==> config.mk <==
export PLATFORM = sky130hd
export DESIGN_NAME = sifhTop
export DESIGN_NICKNAME = d
export VERILOG_FILES = /design/src/sifhPkg.sv /design/src/tdcFilter.sv /design/src/histogramRam.sv /design/src/peakDetector.sv /design/src/apbResultRegs.sv /design/src/sifhTop.sv
export SDC_FILE = /design/constraint.sdc
export NUM_CORES = 2
export LEC_CHECK = 0
export BUFFER_PORTS_ARGS = -buffer_cell sky130_fd_sc_hd__clkbuf_2
export CAP_MARGIN = 0
export CORE_ASPECT_RATIO = 0.9
export CORE_UTILIZATION = 25
export DETAILED_ROUTE_END_ITERATION = 8
export PLACE_DENSITY_LB_ADDON = 0.05
export SLEW_MARGIN = 20
export SYNTH_ARGS = -nofsm -noshare
export SYNTH_HDL_FRONTEND = slang
export SYNTH_SLANG_ARGS = --single-unit
==> constraint.sdc <==
create_clock -name clk -period 9.48 [get_ports clk]
set_input_delay 1.422 -clock clk [delete_from_list [all_inputs] [get_ports clk]]
set_output_delay 1.422 -clock clk [all_outputs]
set_load 0.005 [all_outputs]
==> src/sifhPkg.sv <==
//**************************************************
// shared sizes, pass kind and APB register map
// countWidth follows the default DataNum and AcqNum
//**************************************************

package sifhPkg;

    //**************************************************
    // default sizes, overridden from the top level
    //**************************************************
    // timestamp width
    localparam int defNp = 10;
    // coarse bin address width, must stay below defNp
    localparam int defNb = 6;
    localparam int defPixelNum = 4;
    // samples per pixel per acquisition
    localparam int defDataNum = 4;
    // acquisitions per frame
    localparam int defAcqNum = 8;

    // one bin can collect every sample of its pixel in a frame
    localparam int countWidth = $clog2(defDataNum * defAcqNum + 1);

    // frame kind, coarse first after reset
    typedef enum logic {
        COARSE = 1'b0,
        FINE   = 1'b1
    } passKind_t;

    //**************************************************
    // APB register map, word addresses
    //**************************************************
    localparam int apbAddrWidth = 8;
    localparam int apbDataWidth = 32;
    // number of fine results latched, wraps at 2^16
    localparam int regStatus = 0;
    // pixel k result sits at regResultBase + k
    localparam int regResultBase = 1;
    localparam int statusWidth = 16;

endpackage

==> src/tdcFilter.sv <==
//**************************************************
// samples arrive pixel-major, one per cycle, no stall
// fine bins wrap to Nb bits relative to winLow
//**************************************************
`timescale 1ns/1ps

module tdcFilter import sifhPkg::*; #(
    parameter int Np = defNp,
    parameter int Nb = defNb,
    parameter int PixelNum = defPixelNum,
    parameter int DataNum = defDataNum,
    parameter int AcqNum = defAcqNum,
    localparam int pixW = (PixelNum > 1) ? $clog2(PixelNum) : 1
) (
    input  logic                   clk,
    input  logic                   combin_res,
    input  logic                   wrEn,
    input  logic [Np-1:0]          data,
    input  logic                   passFine,
    input  logic [PixelNum*Np-1:0] winLow,
    input  logic [PixelNum*Np-1:0] winHigh,
    output logic                   binValid,
    output logic [Nb-1:0]          binAddr,
    output logic [pixW-1:0]        binPixel,
    output logic                   framePar,
    output logic                   lastSample
);

    localparam int dataW = (DataNum > 1) ? $clog2(DataNum) : 1;
    localparam int acqW = (AcqNum > 1) ? $clog2(AcqNum) : 1;

    logic [dataW-1:0] sampleCnt;
    logic [pixW-1:0]  pixelCnt;
    logic [acqW-1:0]  acqCnt;
    // parity of the frame in progress
    logic             curPar;
    logic             endOfPixel;
    logic             endOfAcq;
    logic             lastInFrame;
    logic [Np-1:0]    lowEdge;
    logic [Np-1:0]    highEdge;
    logic [Np-1:0]    relData;
    logic             inWindow;

    // position of the current sample in the frame
    assign endOfPixel = (sampleCnt == dataW'(DataNum - 1));
    assign endOfAcq = endOfPixel && (pixelCnt == pixW'(PixelNum - 1));
    assign lastInFrame = endOfAcq && (acqCnt == acqW'(AcqNum - 1));

    // window of the pixel owning this sample, edges inclusive
    assign lowEdge = winLow[pixelCnt*Np +: Np];
    assign highEdge = winHigh[pixelCnt*Np +: Np];
    assign inWindow = (data >= lowEdge) && (data <= highEdge);
    assign relData = data - lowEdge;

    //**************************************************
    // sample / pixel / acquisition counters
    //**************************************************
    always_ff @(posedge clk or negedge combin_res) begin
        if (!combin_res) begin
            sampleCnt <= '0;
            pixelCnt <= '0;
            acqCnt <= '0;
            curPar <= 1'b0;
        end else if (wrEn) begin
            sampleCnt <= endOfPixel ? '0 : sampleCnt + 1'b1;
            if (endOfPixel) begin
                pixelCnt <= endOfAcq ? '0 : pixelCnt + 1'b1;
            end
            if (endOfAcq) begin
                acqCnt <= lastInFrame ? '0 : acqCnt + 1'b1;
            end
            // next frame gets the other parity
            if (lastInFrame) begin
                curPar <= ~curPar;
            end
        end
    end

    // strobes, one cycle behind the sample
    always_ff @(posedge clk or negedge combin_res) begin
        if (!combin_res) begin
            binValid <= 1'b0;
            lastSample <= 1'b0;
            framePar <= 1'b0;
        end else begin
            // out-of-window fine samples dropped here
            binValid <= wrEn && (!passFine || inWindow);
            // frame end travels even for a dropped sample
            lastSample <= wrEn && lastInFrame;
            if (wrEn) begin
                framePar <= curPar;
            end
        end
    end

    // bin address, coarse takes the top bits
    always_ff @(posedge clk) begin
        if (wrEn) begin
            binAddr <= passFine ? relData[Nb-1:0] : data[Np-1 -: Nb];
            binPixel <= pixelCnt;
        end
    end

endmodule

==> src/histogramRam.sv <==
//**************************************************
// count memory has no reset, live bits and tags gate it
// needs idle cycles between frames, no hit with frameEnd
//**************************************************
`timescale 1ns/1ps

module histogramRam import sifhPkg::*; #(
    parameter int Nb = defNb,
    parameter int PixelNum = defPixelNum,
    localparam int pixW = (PixelNum > 1) ? $clog2(PixelNum) : 1
) (
    input  logic                  clk,
    input  logic                  combin_res,
    input  logic                  binValid,
    input  logic [Nb-1:0]         binAddr,
    input  logic [pixW-1:0]       binPixel,
    input  logic                  framePar,
    input  logic                  lastSample,
    output logic                  hitValid,
    output logic [Nb-1:0]         hitAddr,
    output logic [pixW-1:0]       hitPixel,
    output logic [countWidth-1:0] hitCount,
    output logic                  frameEnd
);

    localparam int idxW = pixW + Nb;
    localparam int depth = 1 << idxW;

    // one histogram of 2^Nb bins per pixel
    logic [countWidth-1:0] countMem [depth];
    // parity of the frame that last wrote each bin
    logic [depth-1:0]      tagBits;
    // bin written in this frame or the one before
    logic [depth-1:0]      liveBits;
    logic                  hitPar;
    logic [idxW-1:0]       rdIdx;
    logic [idxW-1:0]       wrIdx;
    logic                  fwdHit;
    logic [countWidth-1:0] baseCount;

    assign rdIdx = {binPixel, binAddr};
    assign wrIdx = {hitPixel, hitAddr};

    // previous hit not yet in memory, same bin and frame
    assign fwdHit = hitValid && (wrIdx == rdIdx) && (hitPar == framePar);

    //**************************************************
    // read side of the read-modify-write
    //**************************************************
    always_comb begin
        if (fwdHit) begin
            baseCount = hitCount;
        end else if (liveBits[rdIdx] && (tagBits[rdIdx] == framePar)) begin
            baseCount = countMem[rdIdx];
        end else begin
            // stale bin from an older frame reads as empty
            baseCount = '0;
        end
    end

    // hit stage and lazy clear of the live bits
    always_ff @(posedge clk or negedge combin_res) begin
        if (!combin_res) begin
            hitValid <= 1'b0;
            frameEnd <= 1'b0;
            liveBits <= '0;
        end else begin
            hitValid <= binValid;
            frameEnd <= lastSample;
            // bins untouched in the ending frame go dead
            if (frameEnd) begin
                for (int i = 0; i < depth; i++) begin
                    if (tagBits[i] != hitPar) begin
                        liveBits[i] <= 1'b0;
                    end
                end
            end
            // write-back of the last hit wins over the clear
            if (hitValid) begin
                liveBits[wrIdx] <= 1'b1;
            end
        end
    end

    // payload and the write port
    always_ff @(posedge clk) begin
        hitAddr <= binAddr;
        hitPixel <= binPixel;
        hitPar <= framePar;
        hitCount <= baseCount + 1'b1;
        if (hitValid) begin
            countMem[wrIdx] <= hitCount;
            tagBits[wrIdx] <= hitPar;
        end
    end

endmodule

==> src/peakDetector.sv <==
//**************************************************
// ties keep the bin that first reached the top count
// frameEnd arrives with the last hit, folded in here
//**************************************************
`timescale 1ns/1ps

module peakDetector import sifhPkg::*; #(
    parameter int Np = defNp,
    parameter int Nb = defNb,
    parameter int PixelNum = defPixelNum,
    localparam int pixW = (PixelNum > 1) ? $clog2(PixelNum) : 1
) (
    input  logic                   clk,
    input  logic                   combin_res,
    input  logic                   hitValid,
    input  logic [Nb-1:0]          hitAddr,
    input  logic [pixW-1:0]        hitPixel,
    input  logic [countWidth-1:0]  hitCount,
    input  logic                   frameEnd,
    output logic                   passFine,
    output logic [PixelNum*Np-1:0] winLow,
    output logic [PixelNum*Np-1:0] winHigh,
    output logic [PixelNum*Np-1:0] resultBus,
    output logic                   resultStrobe
);

    // top of the timestamp range and half window SB
    localparam logic [Np-1:0] topVal = {Np{1'b1}};
    localparam logic [Np-1:0] halfSpan = Np'(1) << (Nb - 1);

    passKind_t             pass;
    logic [countWidth-1:0] maxCount [PixelNum];
    logic [Nb-1:0]         maxBin [PixelNum];
    // peak including a hit in the current cycle
    logic [Nb-1:0]         peakBin [PixelNum];
    logic [Np-1:0]         centre [PixelNum];
    logic [Np-1:0]         nextLow [PixelNum];
    logic [Np-1:0]         nextHigh [PixelNum];

    assign passFine = (pass == FINE);

    //**************************************************
    // window rule around the coarse peak
    //**************************************************
    always_comb begin
        for (int k = 0; k < PixelNum; k++) begin
            peakBin[k] = maxBin[k];
            if (hitValid && (hitPixel == pixW'(k)) && (hitCount > maxCount[k])) begin
                peakBin[k] = hitAddr;
            end
            // CH, coarse bin back in timestamp units
            centre[k] = Np'(peakBin[k]) << (Np - Nb);
            if (centre[k] <= halfSpan) begin
                // clamped at zero
                nextLow[k] = '0;
                nextHigh[k] = halfSpan << 1;
            end else if (centre[k] > topVal - (halfSpan << 1) - 1'b1) begin
                // clamped at the top of the range
                nextLow[k] = (centre[k] << 1) - topVal;
                nextHigh[k] = topVal;
            end else begin
                nextLow[k] = centre[k] - halfSpan;
                nextHigh[k] = centre[k] + halfSpan;
            end
        end
    end

    // running maxima, pass state and windows
    always_ff @(posedge clk or negedge combin_res) begin
        if (!combin_res) begin
            pass <= COARSE;
            resultStrobe <= 1'b0;
            winLow <= '0;
            winHigh <= '0;
            for (int k = 0; k < PixelNum; k++) begin
                maxCount[k] <= '0;
                maxBin[k] <= '0;
            end
        end else begin
            resultStrobe <= 1'b0;
            if (frameEnd) begin
                for (int k = 0; k < PixelNum; k++) begin
                    maxCount[k] <= '0;
                    maxBin[k] <= '0;
                    if (pass == COARSE) begin
                        winLow[k*Np +: Np] <= nextLow[k];
                        winHigh[k*Np +: Np] <= nextHigh[k];
                    end
                end
                resultStrobe <= (pass == FINE);
                pass <= (pass == COARSE) ? FINE : COARSE;
            end else if (hitValid && (hitCount > maxCount[hitPixel])) begin
                // strictly greater, earlier bin keeps a tie
                maxCount[hitPixel] <= hitCount;
                maxBin[hitPixel] <= hitAddr;
            end
        end
    end

    // fine result is lower edge plus fine peak
    always_ff @(posedge clk) begin
        if (frameEnd && (pass == FINE)) begin
            for (int k = 0; k < PixelNum; k++) begin
                resultBus[k*Np +: Np] <= winLow[k*Np +: Np] + Np'(peakBin[k]);
            end
        end
    end

endmodule

==> src/apbResultRegs.sv <==
//**************************************************
// read-only APB slave, zero wait states, pWdata ignored
// writes and addresses above PixelNum give pSlverr
//**************************************************
`timescale 1ns/1ps

module apbResultRegs import sifhPkg::*; #(
    parameter int Np = defNp,
    parameter int PixelNum = defPixelNum
) (
    input  logic                    clk,
    input  logic                    combin_res,
    input  logic [PixelNum*Np-1:0]  resultBus,
    input  logic                    resultStrobe,
    input  logic                    pSel,
    input  logic                    pEnable,
    input  logic                    pWrite,
    input  logic [apbAddrWidth-1:0] pAddr,
    input  logic [apbDataWidth-1:0] pWdata,
    output logic [apbDataWidth-1:0] pRdata,
    output logic                    pReady,
    output logic                    pSlverr
);

    logic [Np-1:0]          results [PixelNum];
    logic [statusWidth-1:0] resultCnt;
    logic                   accessPh;
    logic                   badAddr;
    logic [apbDataWidth-1:0] rdMux;

    // result snapshot and count, one update per fine frame
    always_ff @(posedge clk or negedge combin_res) begin
        if (!combin_res) begin
            resultCnt <= '0;
            for (int k = 0; k < PixelNum; k++) begin
                results[k] <= '0;
            end
        end else if (resultStrobe) begin
            resultCnt <= resultCnt + 1'b1;
            for (int k = 0; k < PixelNum; k++) begin
                results[k] <= resultBus[k*Np +: Np];
            end
        end
    end

    //**************************************************
    // APB decode
    //**************************************************
    assign accessPh = pSel && pEnable;
    assign badAddr = (pAddr > apbAddrWidth'(PixelNum));
    assign pReady = 1'b1;
    assign pSlverr = accessPh && (pWrite || badAddr);

    always_comb begin
        rdMux = '0;
        if (pAddr == apbAddrWidth'(regStatus)) begin
            rdMux = apbDataWidth'(resultCnt);
        end
        for (int k = 0; k < PixelNum; k++) begin
            if (pAddr == apbAddrWidth'(regResultBase + k)) begin
                rdMux = apbDataWidth'(results[k]);
            end
        end
    end

    // read data only in a good access phase
    assign pRdata = (accessPh && !pSlverr) ? rdMux : '0;

endmodule

==> src/sifhTop.sv <==
//**************************************************
// two-pass SiFH peak finder, results read over APB
// Nb must stay below Np, DataNum*AcqNum fits countWidth
//**************************************************
`timescale 1ns/1ps

module sifhTop import sifhPkg::*; #(
    parameter int Np = defNp,
    parameter int Nb = defNb,
    parameter int PixelNum = defPixelNum,
    parameter int DataNum = defDataNum,
    parameter int AcqNum = defAcqNum,
    localparam int pixW = (PixelNum > 1) ? $clog2(PixelNum) : 1
) (
    input  logic                    clk,
    input  logic                    combin_res,
    input  logic                    wrEn,
    input  logic [Np-1:0]           data,
    input  logic                    pSel,
    input  logic                    pEnable,
    input  logic                    pWrite,
    input  logic [apbAddrWidth-1:0] pAddr,
    input  logic [apbDataWidth-1:0] pWdata,
    output logic [apbDataWidth-1:0] pRdata,
    output logic                    pReady,
    output logic                    pSlverr
);

    // filter to histogram
    logic                   binValid;
    logic [Nb-1:0]          binAddr;
    logic [pixW-1:0]        binPixel;
    logic                   framePar;
    logic                   lastSample;
    // histogram to peak tracker
    logic                   hitValid;
    logic [Nb-1:0]          hitAddr;
    logic [pixW-1:0]        hitPixel;
    logic [countWidth-1:0]  hitCount;
    logic                   frameEnd;
    // feedback of windows and pass, results out
    logic                   passFine;
    logic [PixelNum*Np-1:0] winLow;
    logic [PixelNum*Np-1:0] winHigh;
    logic [PixelNum*Np-1:0] resultBus;
    logic                   resultStrobe;

    tdcFilter #(
        .Np(Np), .Nb(Nb), .PixelNum(PixelNum), .DataNum(DataNum), .AcqNum(AcqNum)
    ) i_tdcFilter (
        .clk(clk), .combin_res(combin_res), .wrEn(wrEn), .data(data),
        .passFine(passFine), .winLow(winLow), .winHigh(winHigh),
        .binValid(binValid), .binAddr(binAddr), .binPixel(binPixel),
        .framePar(framePar), .lastSample(lastSample)
    );

    histogramRam #(.Nb(Nb), .PixelNum(PixelNum)) i_histogramRam (
        .clk(clk), .combin_res(combin_res), .binValid(binValid), .binAddr(binAddr),
        .binPixel(binPixel), .framePar(framePar), .lastSample(lastSample),
        .hitValid(hitValid), .hitAddr(hitAddr), .hitPixel(hitPixel),
        .hitCount(hitCount), .frameEnd(frameEnd)
    );

    peakDetector #(.Np(Np), .Nb(Nb), .PixelNum(PixelNum)) i_peakDetector (
        .clk(clk), .combin_res(combin_res), .hitValid(hitValid), .hitAddr(hitAddr),
        .hitPixel(hitPixel), .hitCount(hitCount), .frameEnd(frameEnd),
        .passFine(passFine), .winLow(winLow), .winHigh(winHigh),
        .resultBus(resultBus), .resultStrobe(resultStrobe)
    );

    apbResultRegs #(.Np(Np), .PixelNum(PixelNum)) i_apbResultRegs (
        .clk(clk), .combin_res(combin_res), .resultBus(resultBus),
        .resultStrobe(resultStrobe), .pSel(pSel), .pEnable(pEnable),
        .pWrite(pWrite), .pAddr(pAddr), .pWdata(pWdata), .pRdata(pRdata),
        .pReady(pReady), .pSlverr(pSlverr)
    );

endmodule

==> results by group <==
Logic synthesis
  • Synth top area cells: edfxtp_1, mux4_2, dfrtp_1, xor2_1, a21o_1
  • Mapped Area: 97,000 sq um
  • Synth Flop Type: edfxtp_1
  • Yosys warnings: 0
  • Largest area contributor in the netlist: edfxtp_1
  • Post-synth cell types: 92
  • Post-synth EDFFs: 1,840
  • Syn Inst Count: 5,629
  • Async set or reset register ratio after synthesis: 18.6%
  • Synth cell count leaders: edfxtp_1, mux4_2, nand2_1
  • Post-synth top area share: 57.0%
  • Most numerous cell in the Yosys netlist: edfxtp_1
  • Sequential fraction of the synthesis area: 68.4%
  • Syn_area_per_cell: 17.2 sq um
  • Yosys reg bits: 2,290

Clock network
  • Root Buffer: clkbuf_16
  • Post-CTS Hold Fix Bufs: 0
  • CTS-repair resized insts: 0
  • Post-CTS Setup Bufs: 0
  • CTS sink cnt: 2,290
  • # H-tree levels: 5
  • TritonCTS buffer count: 279
  • Worst-Skew Late Latency: 930 ps
  • CTS tree: built
  • Longest Clk Path Bufs: 4
  • Worst-path clk slew: 50 ps

Detailed routing
  • Routed Antenna Nets: 0
  • Via count: 52,102
  • Post-DR vias/cell: 4.68
  • Post-detailed-route wirelength per cell: 30.1 microns
  • Iter 0 DRT Violations: 3,999
  • Drc violations: 0
  • Drt total wl: 335,000 microns
  • TritonRoute pass-1 iters: 5

Floorplanning
  • Die Footprint: 391,000 sq um
  • IO Count: 90
  • Core Footprint: 385,000 sq um
  • Starting Density: 25.2%
  • Die span in x: 659 microns
  • Rows: 216
  • Die Span Y: 593 microns

Global route
  • Vias in the first global route: 54,591
  • Total gr overflow: 0
  • First-pass GRT wire length: 465,000 microns
  • Largest net degree at the start of global routing: 187
  • Gr usage total: 17.0%
  • Initial antenna violation count: 33

Place
  • Placed cell area: 103,000 sq um
  • IO buf count: 40
  • HPWL Detailed: 211,000 microns
  • Routability Congestion: 0.744
  • Cell total after placement: 10,629
  • Setup WS pre-CTS: 3760 ps

Worst setup path
  • Largest stage delay on the critical path: 800 ps
  • CP required: 8060 ps
  • Critical Path Slowest Stage Cell: nor4b_1
  • Crit path DAT: 4250 ps
  • Setup crit start kind: primary input
  • Worst setup EP type: output port
  • CP Max Fanout: 11
  • CP Cell Sequence: clkbuf_2 > nor4_1 > nand2b_1 > nor4b_1 > nor2_1 > nor2_1 > nand3_1 > nor4b_1 > and2_1 > clkbuf_2
  • Kind of critical path: in -> out

Cells and area
  • Storage element area: 66,400 sq um
  • Final instance area: 113,000 sq um
  • # fillers: 38,269
  • Multi-input gate area: 28,600 sq um
  • Nets@finish: 5,915
  • Fin cells: 11,140
  • Synth-to-Final Area Change: 16.0%
  • Share of layout cells above drive strength 1: 21.3%

Power and ir drop
  • Leakage power: 38.6 nW
  • Comb power frac: 15.5%
  • Peak supply drop: 160 uV
  • Clock share of power: 39.4%
  • Sequential Power Share: 45.1%
  • Sw Ratio: 28.1%
  • PD cells: 242 nW/um^2
  • Switching pwr: 7.64 mW
  • P_int: 19.6 mW

STA
  • Fmax: 176 MHz
  • Slew margin rel.: 21.0%
  • Final worst path period need: 5670 ps
  • Worst Tran Pin Value: 1190 ps
  • Setup total negative slack: 0 ps
  • Final hold viol count: 0
  • Worst Clk Skew: 55.7 ps
  • Final setup viols: 0
  • Hold slack: 345 ps
  • Final worst path period share: 59.8%
  • RSZ-0062 raised after global routing: false
  • Final worst slack: 3810 ps
  • Pins Over Slew Limit: 0

Hold path
  • Worst hold path class: reg -> reg

Run status
  • Status: finished clean

Flow run
  • Max cap viols: 0
-- worst max-delay path: cells and delay by family --
family / cells / cell delay (ps)
AND/OR/NAND/NOR: 8 / 2650
buffers and inverters: 2 / 200
-- metrics by stage --
step / total power [mW] / util [%]
after global placement: 16.7 / 26.8
after CTS: 27.7 / 29.2
after detailed placement: 16.8 / 26.8
final: 27.2 / 29.2
after floorplan: 14.9 / -
after global routing: 28.3 / 29.2
-- flip-flops by register name, indices dropped and copies added, names as in the netlist, 2 cells and up, named ones only --
name,cells
i_tdcFilter.pixelCnt,2
i_peakDetector.resultBus,40
i_peakDetector.maxCount,24
i_histogramRam.hitCount,6
i_histogramRam.hitPixel,2
i_apbResultRegs.results,40
i_tdcFilter.binPixel,2
i_tdcFilter.acqCnt,3
i_histogramRam.hitAddr,6
i_apbResultRegs.resultCnt,16
i_peakDetector.maxBin,24
i_peakDetector.winLow,24
i_histogramRam.tagBits,256
i_tdcFilter.sampleCnt,2
i_histogramRam.countMem,1536
i_histogramRam.liveBits,256
i_peakDetector.winHigh,28
i_tdcFilter.binAddr,6
-- metal layers --
| layer | routed length [microns] | global-route usage, % |
|---|---|---|
| met1 | 159000 | 24.5 |
| met2 | 153000 | 26.9 |
| met3 | 16100 | 2.83 |
| met4 | 7410 | 3.87 |
| met5 | 0 | 0 |
-- cells by family (layout without fill, tap and decap cells) --
group / after synthesis / in the layout / share of synthesized area (%)
flip-flops: 2290 / 2290 / 68.4
adder cells (fa/ha/maj): 73 / 73 / 0.936
buffers and inverters: 431 / 801 / 2.37
other: 2 / 20 / 0.00774
AND/OR/NAND/NOR: 1051 / 1051 / 4.59
AO/OA/AOI/OAI: 700 / 700 / 5.24
multiplexers: 756 / 756 / 15.5
XOR/XNOR: 326 / 326 / 2.94
-- power by group through the flow --
stage | Sequential (mW) | Clock (mW) | Combinational [mW]
2_1_floorplan | 12.8 | 0 | 2.16
3_5_place_dp | 12.5 | 0 | 4.31
4_1_cts | 12.3 | 11.1 | 4.32
3_3_place_gp | 12.5 | 0 | 4.28
5_1_grt | 12.3 | 11.4 | 4.59
6_report | 12.3 | 10.7 | 4.22
-- path summary, 6_finish.rpt --
check	endpoint	cells past startpoint	from	slack, ps
max	pRdata[10]	10	pAddr[4]	3810
min	i_histogramRam.frameEnd	0	i_tdcFilter.lastSample	350
max reg2reg	i_histogramRam.hitCount[2]	12	register	4330
min reg2reg	i_histogramRam.frameEnd	0	i_tdcFilter.lastSample	350
max in group asynchronous	i_histogramRam.liveBits[130]	3	combin_res	7080
min in group asynchronous	i_peakDetector.resultStrobe	1	combin_res	490
-- cell type report --
cell class,count,share of cell area [%]
Sequential cell,2290,59.1
Multi-Input combinational cell,2923,25.4
Clock inverter,126,1.11
Clock buffer,381,6.86
Tap cell,5123,5.70
Timing Repair Buffer,212,1.56
Antenna cell,3,0.00667
Inverter,82,0.276
-- cell usage in the layout, fill, tap and decap left out, types with 19 or more instances in the layout --
| cell type | instances |
|---|---|
| a21o_1 | 270 |
| a21oi_1 | 50 |
| a221oi_1 | 27 |
| a22o_1 | 27 |
| a22oi_1 | 84 |
| buf_12 | 19 |
| buf_4 | 152 |
| bufinv_16 | 21 |
| clkbuf_1 | 77 |
| clkbuf_16 | 288 |
| clkbuf_2 | 39 |
| clkinv_1 | 48 |
| clkinv_2 | 37 |
| dfrtp_1 | 425 |
| edfxtp_1 | 1840 |
| ha_1 | 71 |
| inv_1 | 77 |
| mux2_2 | 64 |
| mux2i_1 | 115 |
| mux4_1 | 42 |
| mux4_2 | 533 |
| nand2_1 | 440 |
| nand3_1 | 49 |
| nand4_1 | 19 |
| nor2_1 | 362 |
| nor2_2 | 24 |
| nor2b_1 | 29 |
| nor3_1 | 20 |
| o21ai_0 | 79 |
| xnor2_1 | 50 |
| xor2_1 | 276 |
(Power assumes the default switching activity.)
